[config.mk]
export PLATFORM = sky130hd
export DESIGN_NAME = decode_stage
export DESIGN_NICKNAME = d
export VERILOG_FILES = /design/src/rtl/mips_decode_pkg.sv /design/src/rtl/decode_bus_if.sv /design/src/rtl/id_inst_reg.sv /design/src/rtl/inst_decoder.sv /design/src/rtl/branch_unit.sv /design/src/rtl/id_exe_reg.sv /design/src/rtl/decode_stage.sv
export SDC_FILE = /design/constraint.sdc
export NUM_CORES = 1
export LEC_CHECK = 0
export BUFFER_PORTS_ARGS = -buffer_cell sky130_fd_sc_hd__buf_2
export CORE_UTILIZATION = 50
export DETAILED_ROUTE_END_ITERATION = 6
export PLACE_DENSITY = 0.78
export SYNTH_ARGS = -nofsm -noshare
export SYNTH_HDL_FRONTEND = slang
export SYNTH_SLANG_ARGS = --single-unit
[constraint.sdc]
create_clock -name clk -period 9 [get_ports clk]
set_clock_uncertainty 0.05 [all_clocks]
set_input_delay 1.35 -clock clk [delete_from_list [all_inputs] [get_ports clk]]
set_output_delay 1.35 -clock clk [all_outputs]
set_load 0.1 [all_outputs]
[src/rtl/mips_decode_pkg.sv]
package mips_decode_pkg;

    //************************************************************
    // widths and fixed registers
    //************************************************************
    localparam int DATA_W     = 32;  // data and pc width
    localparam int INST_W     = 32;
    localparam int REG_ADDR_W = 5;   // 32 general registers

    localparam logic [REG_ADDR_W-1:0] REG_ZERO = 5'd0;   // hardwired zero, never a hazard
    localparam logic [REG_ADDR_W-1:0] LINK_REG = 5'd31;  // return address register

    localparam logic [DATA_W-1:0] DELAY_SLOT_OFFSET = 32'd4;  // pc of the delay slot
    localparam logic [DATA_W-1:0] LINK_OFFSET       = 32'd8;  // return skips the delay slot

    //************************************************************
    // instruction encodings
    //************************************************************
    typedef enum logic [5:0] {
        OP_SPECIAL = 6'b000000,  // decoded further by funct
        OP_REGIMM  = 6'b000001,  // decoded further by rt
        OP_J       = 6'b000010,
        OP_JAL     = 6'b000011,
        OP_BEQ     = 6'b000100,
        OP_BNE     = 6'b000101,
        OP_BLEZ    = 6'b000110,
        OP_BGTZ    = 6'b000111,
        OP_ADDIU   = 6'b001001,
        OP_SLTI    = 6'b001010,
        OP_SLTIU   = 6'b001011,
        OP_ANDI    = 6'b001100,
        OP_ORI     = 6'b001101,
        OP_XORI    = 6'b001110,
        OP_LUI     = 6'b001111
    } opcode_e;

    typedef enum logic [5:0] {
        FN_SLL  = 6'b000000,
        FN_SRL  = 6'b000010,
        FN_SRA  = 6'b000011,
        FN_SLLV = 6'b000100,
        FN_SRLV = 6'b000110,
        FN_SRAV = 6'b000111,
        FN_JR   = 6'b001000,
        FN_JALR = 6'b001001,
        FN_ADDU = 6'b100001,
        FN_SUBU = 6'b100011,
        FN_AND  = 6'b100100,
        FN_OR   = 6'b100101,
        FN_XOR  = 6'b100110,
        FN_NOR  = 6'b100111,
        FN_SLT  = 6'b101010,
        FN_SLTU = 6'b101011
    } funct_e;

    typedef enum logic [4:0] {
        RI_BLTZ   = 5'b00000,
        RI_BGEZ   = 5'b00001,
        RI_BLTZAL = 5'b10000,
        RI_BGEZAL = 5'b10001
    } regimm_e;

    typedef enum logic [3:0] {
        ALU_ADD, ALU_SUB, ALU_SLT, ALU_SLTU,
        ALU_AND, ALU_NOR, ALU_OR,  ALU_XOR,
        ALU_SLL, ALU_SRL, ALU_SRA, ALU_LUI
    } alu_op_e;

endpackage

[src/rtl/decode_bus_if.sv]
`timescale 1ns/1ns

interface decode_bus_if;

    mips_decode_pkg::alu_op_e                     alu_op;
    logic [mips_decode_pkg::DATA_W-1:0]     operand1;   // rs side
    logic [mips_decode_pkg::DATA_W-1:0]     operand2;   // rt or immediate side
    logic                                   rf_wen;
    logic [mips_decode_pkg::REG_ADDR_W-1:0] rf_wdest;   // REG_ZERO when nothing is written

    modport dec (
        output alu_op, operand1, operand2, rf_wen, rf_wdest
    );

    modport exe_reg (
        input  alu_op, operand1, operand2, rf_wen, rf_wdest
    );

endinterface

[src/rtl/id_inst_reg.sv]
`timescale 1ns/1ns

module id_inst_reg (
    input  logic                               clk,
    input  logic                               reset,
    input  logic                               fetch_valid,
    input  logic [mips_decode_pkg::DATA_W-1:0] fetch_pc,
    input  logic [mips_decode_pkg::INST_W-1:0] fetch_inst,
    input  logic                               stall,
    input  logic                               can_accept,
    output logic                               fetch_ready,
    output logic                               held_valid,
    output logic [mips_decode_pkg::DATA_W-1:0] held_pc,
    output logic [mips_decode_pkg::INST_W-1:0] held_inst,
    output logic                               issue
);

    // leaves decode only when hazards are clear and execute has room
    assign issue       = held_valid & ~stall & can_accept;
    assign fetch_ready = ~held_valid | issue;   // empty, or emptying this cycle

    always_ff @(posedge clk) begin
        if (reset) begin
            held_valid <= 1'b0;
        end else if (fetch_ready) begin
            held_valid <= fetch_valid;          // reload or drain
        end
    end

    always_ff @(posedge clk) begin
        if (fetch_valid & fetch_ready) begin
            held_pc   <= fetch_pc;
            held_inst <= fetch_inst;
        end
    end

endmodule

[src/rtl/inst_decoder.sv]
`timescale 1ns/1ns

module inst_decoder (
    input  logic                                   held_valid,
    input  logic [mips_decode_pkg::DATA_W-1:0]     held_pc,
    input  logic [mips_decode_pkg::INST_W-1:0]     held_inst,
    input  logic [mips_decode_pkg::DATA_W-1:0]     rs_value,
    input  logic [mips_decode_pkg::DATA_W-1:0]     rt_value,
    input  logic [mips_decode_pkg::REG_ADDR_W-1:0] exe_wdest,
    input  logic [mips_decode_pkg::REG_ADDR_W-1:0] mem_wdest,
    input  logic [mips_decode_pkg::REG_ADDR_W-1:0] wb_wdest,
    output logic [mips_decode_pkg::REG_ADDR_W-1:0] rs_addr,
    output logic [mips_decode_pkg::REG_ADDR_W-1:0] rt_addr,
    output logic                                   stall,
    decode_bus_if.dec                              dec
);

    //************************************************************
    // field split
    //************************************************************
    logic [5:0]  op;
    logic [4:0]  rs, rt, rd, sa;
    logic [5:0]  funct;
    logic [15:0] imm;

    assign op    = held_inst[31:26];
    assign rs    = held_inst[25:21];
    assign rt    = held_inst[20:16];
    assign rd    = held_inst[15:11];
    assign sa    = held_inst[10:6];
    assign funct = held_inst[5:0];
    assign imm   = held_inst[15:0];

    assign rs_addr = rs;                        // straight to the register file
    assign rt_addr = rt;

    //************************************************************
    // instruction classes
    //************************************************************
    logic op_special, op_regimm, sa_zero, rs_zero, rt_zero;
    logic is_alu_r, is_shf_sa, is_shf_v, is_jr, is_jalr, is_jal;
    logic is_imm_zero, is_imm_sign, is_br_rr, is_br_z, is_br_link;
    logic link, use_rs, use_rt, wdest_rt, wdest_31, wdest_rd;

    assign op_special = (op == mips_decode_pkg::OP_SPECIAL);
    assign op_regimm  = (op == mips_decode_pkg::OP_REGIMM);
    assign sa_zero    = (sa == 5'd0);
    assign rs_zero    = (rs == mips_decode_pkg::REG_ZERO);
    assign rt_zero    = (rt == mips_decode_pkg::REG_ZERO);

    assign is_alu_r  = op_special & sa_zero & (funct inside {
                           mips_decode_pkg::FN_ADDU, mips_decode_pkg::FN_SUBU,
                           mips_decode_pkg::FN_SLT,  mips_decode_pkg::FN_SLTU,
                           mips_decode_pkg::FN_AND,  mips_decode_pkg::FN_NOR,
                           mips_decode_pkg::FN_OR,   mips_decode_pkg::FN_XOR});
    assign is_shf_sa = op_special & rs_zero & (funct inside {
                           mips_decode_pkg::FN_SLL, mips_decode_pkg::FN_SRL,
                           mips_decode_pkg::FN_SRA});
    assign is_shf_v  = op_special & sa_zero & (funct inside {
                           mips_decode_pkg::FN_SLLV, mips_decode_pkg::FN_SRLV,
                           mips_decode_pkg::FN_SRAV});
    assign is_jr     = op_special & rt_zero & (rd == mips_decode_pkg::REG_ZERO) & sa_zero
                     & (funct == mips_decode_pkg::FN_JR);
    assign is_jalr   = op_special & rt_zero & (rd == mips_decode_pkg::LINK_REG) & sa_zero
                     & (funct == mips_decode_pkg::FN_JALR);
    assign is_jal    = (op == mips_decode_pkg::OP_JAL);

    assign is_imm_zero = (op inside {mips_decode_pkg::OP_ANDI, mips_decode_pkg::OP_ORI,
                                     mips_decode_pkg::OP_XORI})
                       | ((op == mips_decode_pkg::OP_LUI) & rs_zero);
    assign is_imm_sign = op inside {mips_decode_pkg::OP_ADDIU, mips_decode_pkg::OP_SLTI,
                                    mips_decode_pkg::OP_SLTIU};
    assign is_br_rr    = op inside {mips_decode_pkg::OP_BEQ, mips_decode_pkg::OP_BNE};
    assign is_br_z     = ((op inside {mips_decode_pkg::OP_BLEZ, mips_decode_pkg::OP_BGTZ})
                          & rt_zero)
                       | (op_regimm & (rt inside {mips_decode_pkg::RI_BLTZ,
                                                  mips_decode_pkg::RI_BGEZ}));
    assign is_br_link  = op_regimm & (rt inside {mips_decode_pkg::RI_BLTZAL,
                                                 mips_decode_pkg::RI_BGEZAL});

    assign link   = is_jal | is_jalr | is_br_link;  // writes pc+8
    assign use_rs = is_alu_r | is_shf_v | is_jr | is_jalr | is_imm_zero | is_imm_sign
                  | is_br_rr | is_br_z | is_br_link;
    assign use_rt = is_alu_r | is_shf_sa | is_shf_v | is_br_rr;

    assign wdest_rt = is_imm_zero | is_imm_sign;
    assign wdest_31 = is_jal | is_br_link;
    assign wdest_rd = is_alu_r | is_shf_sa | is_shf_v | is_jalr;

    //************************************************************
    // alu operation, operands and destination
    //************************************************************
    mips_decode_pkg::alu_op_e alu_op;

    always_comb begin
        alu_op = mips_decode_pkg::ALU_ADD;      // addu, addiu and links
        case (op)
            mips_decode_pkg::OP_SPECIAL: begin
                case (funct)
                    mips_decode_pkg::FN_SUBU: alu_op = mips_decode_pkg::ALU_SUB;
                    mips_decode_pkg::FN_SLT:  alu_op = mips_decode_pkg::ALU_SLT;
                    mips_decode_pkg::FN_SLTU: alu_op = mips_decode_pkg::ALU_SLTU;
                    mips_decode_pkg::FN_AND:  alu_op = mips_decode_pkg::ALU_AND;
                    mips_decode_pkg::FN_NOR:  alu_op = mips_decode_pkg::ALU_NOR;
                    mips_decode_pkg::FN_OR:   alu_op = mips_decode_pkg::ALU_OR;
                    mips_decode_pkg::FN_XOR:  alu_op = mips_decode_pkg::ALU_XOR;
                    mips_decode_pkg::FN_SLL,
                    mips_decode_pkg::FN_SLLV: alu_op = mips_decode_pkg::ALU_SLL;
                    mips_decode_pkg::FN_SRL,
                    mips_decode_pkg::FN_SRLV: alu_op = mips_decode_pkg::ALU_SRL;
                    mips_decode_pkg::FN_SRA,
                    mips_decode_pkg::FN_SRAV: alu_op = mips_decode_pkg::ALU_SRA;
                    default: ;
                endcase
            end
            mips_decode_pkg::OP_SLTI:  alu_op = mips_decode_pkg::ALU_SLT;
            mips_decode_pkg::OP_SLTIU: alu_op = mips_decode_pkg::ALU_SLTU;
            mips_decode_pkg::OP_ANDI:  alu_op = mips_decode_pkg::ALU_AND;
            mips_decode_pkg::OP_ORI:   alu_op = mips_decode_pkg::ALU_OR;
            mips_decode_pkg::OP_XORI:  alu_op = mips_decode_pkg::ALU_XOR;
            mips_decode_pkg::OP_LUI:   alu_op = mips_decode_pkg::ALU_LUI;
            default: ;
        endcase
    end

    assign dec.alu_op   = alu_op;
    assign dec.operand1 = link      ? held_pc :
                          is_shf_sa ? {{(mips_decode_pkg::DATA_W-5){1'b0}}, sa} : rs_value;
    assign dec.operand2 = link        ? mips_decode_pkg::LINK_OFFSET :
                          is_imm_zero ? {{(mips_decode_pkg::DATA_W-16){1'b0}}, imm} :
                          is_imm_sign ? {{(mips_decode_pkg::DATA_W-16){imm[15]}}, imm} :
                                        rt_value;
    assign dec.rf_wen   = wdest_rt | wdest_31 | wdest_rd;
    assign dec.rf_wdest = wdest_rt ? rt :
                          wdest_31 ? mips_decode_pkg::LINK_REG :
                          wdest_rd ? rd : mips_decode_pkg::REG_ZERO;

    //************************************************************
    // hazard stall against pending writes
    //************************************************************
    logic rs_hit, rt_hit;

    assign rs_hit = use_rs & ~rs_zero & ((rs == exe_wdest) | (rs == mem_wdest) | (rs == wb_wdest));
    assign rt_hit = use_rt & ~rt_zero & ((rt == exe_wdest) | (rt == mem_wdest) | (rt == wb_wdest));
    assign stall  = held_valid & (rs_hit | rt_hit);

endmodule

[src/rtl/branch_unit.sv]
`timescale 1ns/1ns

module branch_unit (
    input  logic [mips_decode_pkg::DATA_W-1:0] held_pc,
    input  logic [mips_decode_pkg::INST_W-1:0] held_inst,
    input  logic [mips_decode_pkg::DATA_W-1:0] rs_value,
    input  logic [mips_decode_pkg::DATA_W-1:0] rt_value,
    input  logic                               issue,
    output logic                               jbr_taken,
    output logic [mips_decode_pkg::DATA_W-1:0] jbr_target
);

    logic [5:0]  op, funct;
    logic [4:0]  rt, rd, sa;
    logic [15:0] offset;
    logic [25:0] target;

    assign op     = held_inst[31:26];
    assign rt     = held_inst[20:16];
    assign rd     = held_inst[15:11];
    assign sa     = held_inst[10:6];
    assign funct  = held_inst[5:0];
    assign offset = held_inst[15:0];
    assign target = held_inst[25:0];

    //************************************************************
    // jump and branch identification
    //************************************************************
    logic is_j, is_jr, is_regimm, rt_zero;

    assign rt_zero   = (rt == mips_decode_pkg::REG_ZERO);
    assign is_regimm = (op == mips_decode_pkg::OP_REGIMM);
    assign is_j      = op inside {mips_decode_pkg::OP_J, mips_decode_pkg::OP_JAL};
    assign is_jr     = (op == mips_decode_pkg::OP_SPECIAL) & rt_zero & (sa == 5'd0)
                     & (((funct == mips_decode_pkg::FN_JR) & (rd == mips_decode_pkg::REG_ZERO))
                     | ((funct == mips_decode_pkg::FN_JALR) & (rd == mips_decode_pkg::LINK_REG)));

    logic rs_eq_rt, rs_ez, rs_ltz;

    assign rs_eq_rt = (rs_value == rt_value);
    assign rs_ez    = (rs_value == '0);
    assign rs_ltz   = rs_value[mips_decode_pkg::DATA_W-1];   // sign bit

    logic j_taken, br_taken;

    assign j_taken  = is_j | is_jr;
    assign br_taken = ((op == mips_decode_pkg::OP_BEQ) & rs_eq_rt)
                    | ((op == mips_decode_pkg::OP_BNE) & ~rs_eq_rt)
                    | ((op == mips_decode_pkg::OP_BGTZ) & rt_zero & ~rs_ltz & ~rs_ez)
                    | ((op == mips_decode_pkg::OP_BLEZ) & rt_zero & (rs_ltz | rs_ez))
                    | (is_regimm & (rt inside {mips_decode_pkg::RI_BGEZ,
                                               mips_decode_pkg::RI_BGEZAL}) & ~rs_ltz)
                    | (is_regimm & (rt inside {mips_decode_pkg::RI_BLTZ,
                                               mips_decode_pkg::RI_BLTZAL}) & rs_ltz);

    //************************************************************
    // targets, relative to the delay slot
    //************************************************************
    logic [mips_decode_pkg::DATA_W-1:0] bd_pc, j_target, br_target;

    assign bd_pc     = held_pc + mips_decode_pkg::DELAY_SLOT_OFFSET;
    assign j_target  = is_jr ? rs_value : {bd_pc[31:28], target, 2'b00};
    assign br_target = bd_pc + {{(mips_decode_pkg::DATA_W-18){offset[15]}}, offset, 2'b00};

    assign jbr_taken  = (j_taken | br_taken) & issue;   // redirect only once, on issue
    assign jbr_target = j_taken ? j_target : br_target;

endmodule

[src/rtl/id_exe_reg.sv]
`timescale 1ns/1ns

module id_exe_reg (
    input  logic                                   clk,
    input  logic                                   reset,
    input  logic                                   issue,
    input  logic [mips_decode_pkg::DATA_W-1:0]     held_pc,
    decode_bus_if.exe_reg                          bus,
    input  logic                                   exe_ready,
    output logic                                   can_accept,
    output logic                                   exe_valid,
    output mips_decode_pkg::alu_op_e               exe_alu_op,
    output logic [mips_decode_pkg::DATA_W-1:0]     exe_operand1,
    output logic [mips_decode_pkg::DATA_W-1:0]     exe_operand2,
    output logic [mips_decode_pkg::DATA_W-1:0]     exe_pc,
    output logic                                   exe_rf_wen,
    output logic [mips_decode_pkg::REG_ADDR_W-1:0] exe_rf_wdest
);

    // free, or the bundle leaves for execute this cycle
    assign can_accept = ~exe_valid | exe_ready;

    always_ff @(posedge clk) begin
        if (reset) begin
            exe_valid <= 1'b0;
        end else if (can_accept) begin
            exe_valid <= issue;                 // clears unless replaced
        end
    end

    always_ff @(posedge clk) begin
        if (issue) begin
            exe_alu_op   <= bus.alu_op;
            exe_operand1 <= bus.operand1;
            exe_operand2 <= bus.operand2;
            exe_rf_wen   <= bus.rf_wen;
            exe_rf_wdest <= bus.rf_wdest;
            exe_pc       <= held_pc;
        end
    end

endmodule

[src/rtl/decode_stage.sv]
`timescale 1ns/1ns

module decode_stage (
    input  logic                                   clk,
    input  logic                                   reset,
    // fetch side
    input  logic                                   fetch_valid,
    input  logic [mips_decode_pkg::DATA_W-1:0]     fetch_pc,
    input  logic [mips_decode_pkg::INST_W-1:0]     fetch_inst,
    output logic                                   fetch_ready,
    // register file, read in the same cycle
    output logic [mips_decode_pkg::REG_ADDR_W-1:0] rs_addr,
    output logic [mips_decode_pkg::REG_ADDR_W-1:0] rt_addr,
    input  logic [mips_decode_pkg::DATA_W-1:0]     rs_value,
    input  logic [mips_decode_pkg::DATA_W-1:0]     rt_value,
    // pending destinations of later stages
    input  logic [mips_decode_pkg::REG_ADDR_W-1:0] exe_wdest,
    input  logic [mips_decode_pkg::REG_ADDR_W-1:0] mem_wdest,
    input  logic [mips_decode_pkg::REG_ADDR_W-1:0] wb_wdest,
    // execute side
    output logic                                   exe_valid,
    input  logic                                   exe_ready,
    output mips_decode_pkg::alu_op_e               exe_alu_op,
    output logic [mips_decode_pkg::DATA_W-1:0]     exe_operand1,
    output logic [mips_decode_pkg::DATA_W-1:0]     exe_operand2,
    output logic                                   exe_rf_wen,
    output logic [mips_decode_pkg::REG_ADDR_W-1:0] exe_rf_wdest,
    output logic [mips_decode_pkg::DATA_W-1:0]     exe_pc,
    // redirect to fetch
    output logic                                   jbr_taken,
    output logic [mips_decode_pkg::DATA_W-1:0]     jbr_target
);

    logic                               held_valid;
    logic [mips_decode_pkg::DATA_W-1:0] held_pc;
    logic [mips_decode_pkg::INST_W-1:0] held_inst;
    logic                               stall;
    logic                               can_accept;
    logic                               issue;

    decode_bus_if dec_bus ();

    id_inst_reg u_id_inst_reg (
        .clk         (clk),
        .reset       (reset),
        .fetch_valid (fetch_valid),
        .fetch_pc    (fetch_pc),
        .fetch_inst  (fetch_inst),
        .stall       (stall),
        .can_accept  (can_accept),
        .fetch_ready (fetch_ready),
        .held_valid  (held_valid),
        .held_pc     (held_pc),
        .held_inst   (held_inst),
        .issue       (issue)
    );

    inst_decoder u_inst_decoder (
        .held_valid (held_valid),
        .held_pc    (held_pc),
        .held_inst  (held_inst),
        .rs_value   (rs_value),
        .rt_value   (rt_value),
        .exe_wdest  (exe_wdest),
        .mem_wdest  (mem_wdest),
        .wb_wdest   (wb_wdest),
        .rs_addr    (rs_addr),
        .rt_addr    (rt_addr),
        .stall      (stall),
        .dec        (dec_bus.dec)
    );

    branch_unit u_branch_unit (
        .held_pc    (held_pc),
        .held_inst  (held_inst),
        .rs_value   (rs_value),
        .rt_value   (rt_value),
        .issue      (issue),
        .jbr_taken  (jbr_taken),
        .jbr_target (jbr_target)
    );

    id_exe_reg u_id_exe_reg (
        .clk          (clk),
        .reset        (reset),
        .issue        (issue),
        .held_pc      (held_pc),
        .bus          (dec_bus.exe_reg),
        .exe_ready    (exe_ready),
        .can_accept   (can_accept),
        .exe_valid    (exe_valid),
        .exe_alu_op   (exe_alu_op),
        .exe_operand1 (exe_operand1),
        .exe_operand2 (exe_operand2),
        .exe_pc       (exe_pc),
        .exe_rf_wen   (exe_rf_wen),
        .exe_rf_wdest (exe_rf_wdest)
    );

endmodule

==> impl_results.md, run 1 <==
* Later-pin clock latency in the skew report at 0.44 ns
* IO Port Bufs at 297
* Main area contributors after synthesis: edfxtp_1 51%, xor2_1 6.4%, nand2_1 5.2%
* Share of async-settable or async-resettable flops after synthesis at 0%
* Worst rel slew slack at 27.3%
* Number of antenna violations at the first check in global routing at 3
* Count of final hold-check violations at 0
* Number of DRC markers in iteration 0 at 738
* Leftover overflow at the end of global routing at 0
* Time the final worst path needs with I/O delays and setup at 6.52 ns
* Number of H-tree branching levels at 4
* Number of warnings reported in the yosys synthesis log at 0
* Antenna-violating nets left at 0
* Largest net degree at the start of global routing at 82
* Critical setup path kind: reg2out
* CTS buffer count at 17
* Core region area at 19600 µm²
* Clock slew at the register clock pins of the worst setup and hold paths at 0.07 ns
* Final estimated routing congestion in global placement at 0.946
* Wire length of the first global-routing pass at 46700 µm
* Detailed-route vias per instance at 5.86
* Final-stage net count at 1409
* Peak Freq at 153 MHz
* Leakage power of the design at 5.03 nW
* Max-cap viol count at 0
* Part of the Yosys area used for sequential elements at 51.2%
* Vert. Die Dim at 144 µm
* Fraction of final layout cells with drive strength greater than 1 at 28.4%
* Total power density per cell area at 213 nW/µm²
* Hpwl dp at 23200 µm
* Biggest fanout along the worst timing path at 6
* Setup total negative slack at 0 ns
* Period utilisation layout at 72.4%
* Final hold slack at 0.445 ns
* Required time of the critical path at 7.60 ns
* Hold-fix buffer count after cts at 0
* Worst slew pin tran at 1.09 ns
* Run status: complete, no violations
* Synthesized instance count at 963
* Number of setup violations in the final report at 0
* Via count of the first global-routing pass at 8345
* Synthesis-stage register bit count at 172
* Sinks on the clock net at 172
* Worst-path cell with the longest stage delay: nor3_1
* Cell area after synthesis at 10100 µm²
* Most frequent cells after synthesis: 170 x edfxtp_1, 139 x nand2_1, 73 x xor2_1
* Startpoint Class: register
* Number of setup buffers added after CTS at 0
* Overall routing resource usage at 30.6%
* Ordered list of cells on the worst path: ha_1 > nand3_1 > nor3_1 > nand3_1 > xnor2_1 > ha_1 > and4_1 > o311a_1 > o21ai_1 > a211oi_2 > o311ai_0 > a21oi_1 > nor3_1 > o31ai_1 > buf_2
* Number of buffers between clock root and the deepest sink at 2
* WP data arrival at 5.12 ns
* Number of inserted filler cells in the final layout at 1636
* Post-synthesis area per instance at 10.4 µm²
* Library cell occupying the most area in the post-synthesis netlist: edfxtp_1
* CTS tree: yes
* Die Footprint at 20700 µm²
* Most used standard cell by instance count after synthesis: edfxtp_1
* Max-slew violation total from the final report at 0
* Post-Route WL at 31300 µm
* Per-cell routed wire length at 20.7 µm
* Boundary Pins at 298
* Chip width at 144 µm
* Number of cell rows at 51
* Area added between synthesis and finish at 21.9%
* Leading register cell type out of synthesis: edfxtp_1
* CP delay by family, top: compound AO/OA/AOI/OAI gates
* Post-Synthesis Net Count at 1141
* Starting utilization of the core area at 51.3%
* Highest ir drop seen on vdd at 137 µV
* Type of element capturing the critical path: output pin
* Via count at 8866
* Gates resized, CTS repair at 0
* Pre-antenna DRT Iters at 5
* Number of remaining DRC errors at 0
* Class of the tightest hold or removal check: reg2reg
* Number of distinct library cells after synthesis at 66
* Worst Path Buf+Inv at 1
* Slowest stage delay, CP at 0.67 ns
* Cell chosen for the clock root: clkbuf_16
* Number of synthesized flops with an enable pin at 170
* Unrepaired setup endpoints after global routing: false
* Portion of synthesized cell area occupied by the leading cell type at 50.8%
per-stage QoR:
step	instance area [µm²]	cells	power [W]	setup WS (ns)	utilization (%)
after CTS	12200	1509	0.00261	2.53	62.5
after floorplan	10100	963	0.00172	2.21	-
after detailed placement	11700	1477	0.00190	3.01	59.6
after global routing	12200	1509	0.00268	2.17	62.5
final	12300	1512	0.00261	2.48	62.6
after global placement	11700	1477	0.00190	3.15	59.6
logic make-up after synthesis:
group | Yosys count | share of synthesized area [%]
AO/OA/AOI/OAI | 239 | 14.9
XOR/XNOR | 112 | 9.90
adder cells (fa/ha/maj) | 31 | 3.93
buffers and inverters | 72 | 3.25
flip-flops | 172 | 51.2
multiplexers | 8 | 0.797
AND/OR/NAND/NOR | 329 | 16.0
power breakdown:
group          switching (W)  total (W)  internal (W)
clock network       0.000328   0.000715      0.000387
logic               0.000721   0.000896      0.000175
registers          0.0000492   0.000995      0.000946
final cells by class:
| cell class | count | area [µm²] | share of cell area, % |
|---|---|---|---|
| Tap cell | 265 | 332 | 2.71 |
| Inverter | 16 | 62.6 | 0.511 |
| Antenna cell | 3 | 7.51 | 0.0613 |
| Sequential cell | 172 | 5140 | 42.0 |
| Timing Repair Buffer | 305 | 1550 | 12.6 |
| Clock inverter | 13 | 130 | 1.06 |
| Clock buffer | 19 | 433 | 3.53 |
| Multi-Input combinational cell | 719 | 4600 | 37.5 |
layer usage:
metal  part of all wire, %  GRT usage, %
met1                    41          40.4
met2                    46          48.7
met3                   8.9          5.30
met4                   3.7          15.0
met5                     0             0
cell usage in the layout (no fill, tap or decap), types with 17 or more instances in the layout:
cell type / count
buf_2: 297
edfxtp_1: 170
nand2_1: 139
xor2_1: 73
a21oi_1: 69
o21ai_0: 64
xnor2_1: 38
nor2_1: 37
nor3_1: 34
ha_1: 30
nand3_1: 25
a22oi_1: 24
nand2b_1: 22
nor4_1: 22
clkbuf_16: 17
final timing paths:
| path | startpoint | endpoint | slack, ns | cells after the start |
|---|---|---|---|---|
| worst max-delay path | u_id_inst_reg.held_pc[2] | jbr_target[27] | 2.48 | 15 |
| worst max register to register | u_id_inst_reg.held_inst[12] | u_id_exe_reg.exe_operand1[16] | 4.69 | 8 |
| worst min-delay path | u_id_inst_reg.held_pc[30] | u_id_exe_reg.exe_pc[30] | 0.44 | 0 |
| worst min register to register | u_id_inst_reg.held_pc[30] | u_id_exe_reg.exe_pc[30] | 0.44 | 0 |
sequential cells by signal, indices dropped and copies added (netlist names):
signal,flops
u_id_exe_reg.exe_alu_op,4
u_id_exe_reg.exe_rf_wdest,5
u_id_inst_reg.held_inst,32
u_id_exe_reg.exe_pc,32
u_id_inst_reg.held_pc,32
u_id_exe_reg.exe_operand2,32
u_id_exe_reg.exe_operand1,32
u_id_exe_reg.exe_valid,1
u_id_inst_reg.held_valid,1
u_id_exe_reg.exe_rf_wen,1
Note: power is estimated with default switching activity, not from simulation.
==> inputs of run 2 (changes only) <==
Clock period 9 ns to 6.4 ns, I/O delays scaled along.
==> impl_results.md, run 2 (same netlist as run 1, synthesis figures left out) <==
* Gates resized, CTS repair at 0 (unchanged)
* Via count of the first global-routing pass at 8418 (was 8345)
* Starting utilization of the core area at 51.3% (unchanged)
* Run status: complete, no violations (unchanged)
* Wire length of the first global-routing pass at 46300 µm (was 46700 µm)
* Worst reg2reg startpoint: u_id_inst_reg.held_inst[14] (was u_id_inst_reg.held_inst[12])
* Startpoint Class: register (unchanged)
* Leftover overflow at the end of global routing at 0 (unchanged)
* Max-slew violation total from the final report at 0 (unchanged)
* Final-stage net count at 1410 (was 1409)
* Per-cell routed wire length at 20.7 µm (about the same)
* Number of H-tree branching levels at 4 (unchanged)
* Highest ir drop seen on vdd at 188 µV (was 137 µV)
* Worst rel slew slack at 23.1% (was 27.3%)
* Number of inserted filler cells in the final layout at 1619 (was 1636)
* Max-cap viol count at 0 (unchanged)
* Die Footprint at 20700 µm² (unchanged)
* Number of instances in the placed design at 1478 (was 1477)
* Boundary Pins at 298 (unchanged)
* WP data arrival at 4.79 ns (was 5.12 ns)
* Worst slew pin tran at 1.15 ns (was 1.09 ns)
* Hold-fix buffer count after cts at 0 (unchanged)
* Number of remaining DRC errors at 0 (unchanged)
* Peak Freq at 172 MHz
* Worst Min Path Start: u_id_inst_reg.held_pc[30] (unchanged)
* Period utilisation layout at 90.7%
* Time the final worst path needs with I/O delays and setup at 5.80 ns
* Fraction of final layout cells with drive strength greater than 1 at 28.6% (was 28.4%)
* Hpwl dp at 23500 µm (was 23200 µm)
* CTS buffer count at 17 (unchanged)
* Type of element capturing the critical path: output pin (unchanged)
* Worst r2r dst: u_id_inst_reg.held_pc[17] (was u_id_exe_reg.exe_operand1[16])
* Cell count of the worst hold path at 0 (unchanged)
* Number of antenna violations at the first check in global routing at 2 (was 3)
* Setup slack of the critical path after layout at 0.596 ns (was 2.48 ns)
* Commonest non-fill, non-tap cells in the layout: 297 x buf_2, 170 x edfxtp_1, 139 x nand2_1 (unchanged)
* Vert. Die Dim at 144 µm (unchanged)
* Number of DRC markers in iteration 0 at 770 (was 738)
* Number of setup buffers added after CTS at 0 (unchanged)
* Layout Cells excl Fill at 1511 (was 1512)
* Worst-case reg-to-reg path depth at 9 (was 8)
* Setup slack on the worst flop-to-flop path at 2.37 ns (was 4.69 ns)
* Clock slew at the register clock pins of the worst setup and hold paths at 0.07 ns (about the same)
* Overall routing resource usage at 30.4% (was 30.6%)
* Setup total negative slack at 0 ns (unchanged)
* Hold-critical path endpoint: u_id_exe_reg.exe_pc[30] (unchanged)
* Worst slack at placement at 0.826 ns (was 3.01 ns)
* Largest net degree at the start of global routing at 55 (was 82)
* Class of the tightest hold or removal check: reg2reg (unchanged)
* Required time of the critical path at 5.39 ns (was 7.60 ns)
* Unrepaired setup endpoints after global routing: false (unchanged)
* Via count at 8817 (was 8866)
* Antenna-violating nets left at 0 (unchanged)
* Core region area at 19600 µm² (unchanged)
* Count of final hold-check violations at 0 (unchanged)
* Chip width at 144 µm (unchanged)
* Total power density per cell area at 302 nW/µm² (was 213 nW/µm²)
* Number of buffers between clock root and the deepest sink at 2 (unchanged)
* Number of setup violations in the final report at 0 (unchanged)
* Pre-antenna DRT Iters at 5 (unchanged)
* Critical setup path kind: reg2out (unchanged)
* Total area of multi-input combinational cells at 4610 µm² (was 4600 µm²)
* Number of cell rows at 51 (unchanged)
* Leakage power of the design at 5.06 nW (was 5.03 nW)
* Later-pin clock latency in the skew report at 0.43 ns (was 0.44 ns)
* Final estimated routing congestion in global placement at 0.926 (was 0.946)
* IO Port Bufs at 297 (unchanged)
* Seq. cell area at 5140 µm² (unchanged)
* Area added between synthesis and finish at 22.5% (was 21.9%)
* CTS tree: yes (unchanged)
* Post-Route WL at 31200 µm (was 31300 µm)
* Most common cell after layout, fill and taps aside: buf_2 (unchanged)
* Biggest fanout along the worst timing path at 6 (unchanged)
* Sinks on the clock net at 172 (unchanged)
* Cell chosen for the clock root: clkbuf_16 (unchanged)
* Detailed-route vias per instance at 5.84 (was 5.86)
[run 2: layer usage]
layer  up-vias  share of wire, %  GRT usage, %
li1       4106                 -             -
met1      4138                41          39.3
met2       510                47          49.4
met3        61               9.3          6.00
met4         2               3.1          13.3
met5         -             0.042             0
[run 2: critical path, stage by stage, from the launching register on]
cell      delay [ns]
edfxtp_1        0.43
ha_1            0.23
nand3_1         0.15
nor3_2          0.42
nand3_1         0.15
xnor2_1         0.14
ha_1            0.35
and4_1          0.22
o311a_1         0.12
o21ai_1         0.13
a211oi_2        0.15
o311ai_0        0.61
a21oi_1         0.29
or3_1           0.43
nand3_1         0.09
buf_2           0.43
[run 2: worst max path at each step]
stage,start,end,slack (ns),cells past startpoint
2_1_floorplan,u_id_inst_reg.held_pc[2],jbr_target[23],0.09,14
3_3_place_gp,u_id_inst_reg.held_pc[2],jbr_target[31],0.94,15
3_5_place_dp,u_id_inst_reg.held_pc[2],jbr_target[31],0.83,15
4_1_cts,u_id_inst_reg.held_pc[2],jbr_target[31],0.34,15
5_1_grt,u_id_inst_reg.held_pc[2],jbr_target[31],0.20,15
6_report,u_id_inst_reg.held_pc[2],jbr_target[31],0.60,15
[run 2: report_power, final]
part           internal, W  leakage [nW]  switching [W]  total (W)
combinational     0.000250          3.14        0.00102    0.00127
clock             0.000586         0.278       0.000468    0.00105
sequential         0.00133          1.64      0.0000687    0.00140
total              0.00217          5.06        0.00155    0.00372
[run 2: layout make-up]
cell class / instances / share of cell area (%)
Clock buffer: 19 / 3.51
Multi-Input combinational cell: 719 / 37.4
Inverter: 16 / 0.508
Timing Repair Buffer: 306 / 12.8
Tap cell: 265 / 2.69
Clock inverter: 13 / 1.26
Sequential cell: 172 / 41.8
Antenna cell: 1 / 0.0203
[run 2: through the flow]
| step | total power, W | util, % | hold WS, ns | cell area [µm²] |
|---|---|---|---|---|
| 2_1_floorplan | 0.00241 | - | 0.400 | 10100 |
| 3_3_place_gp | 0.00267 | 59.8 | 0.417 | 11700 |
| 3_5_place_dp | 0.00268 | 59.8 | 0.432 | 11700 |
| 4_1_cts | 0.00372 | 62.8 | 0.449 | 12300 |
| 5_1_grt | 0.00382 | 62.9 | 0.473 | 12300 |
| 6_report | 0.00372 | 62.9 | 0.447 | 12300 |
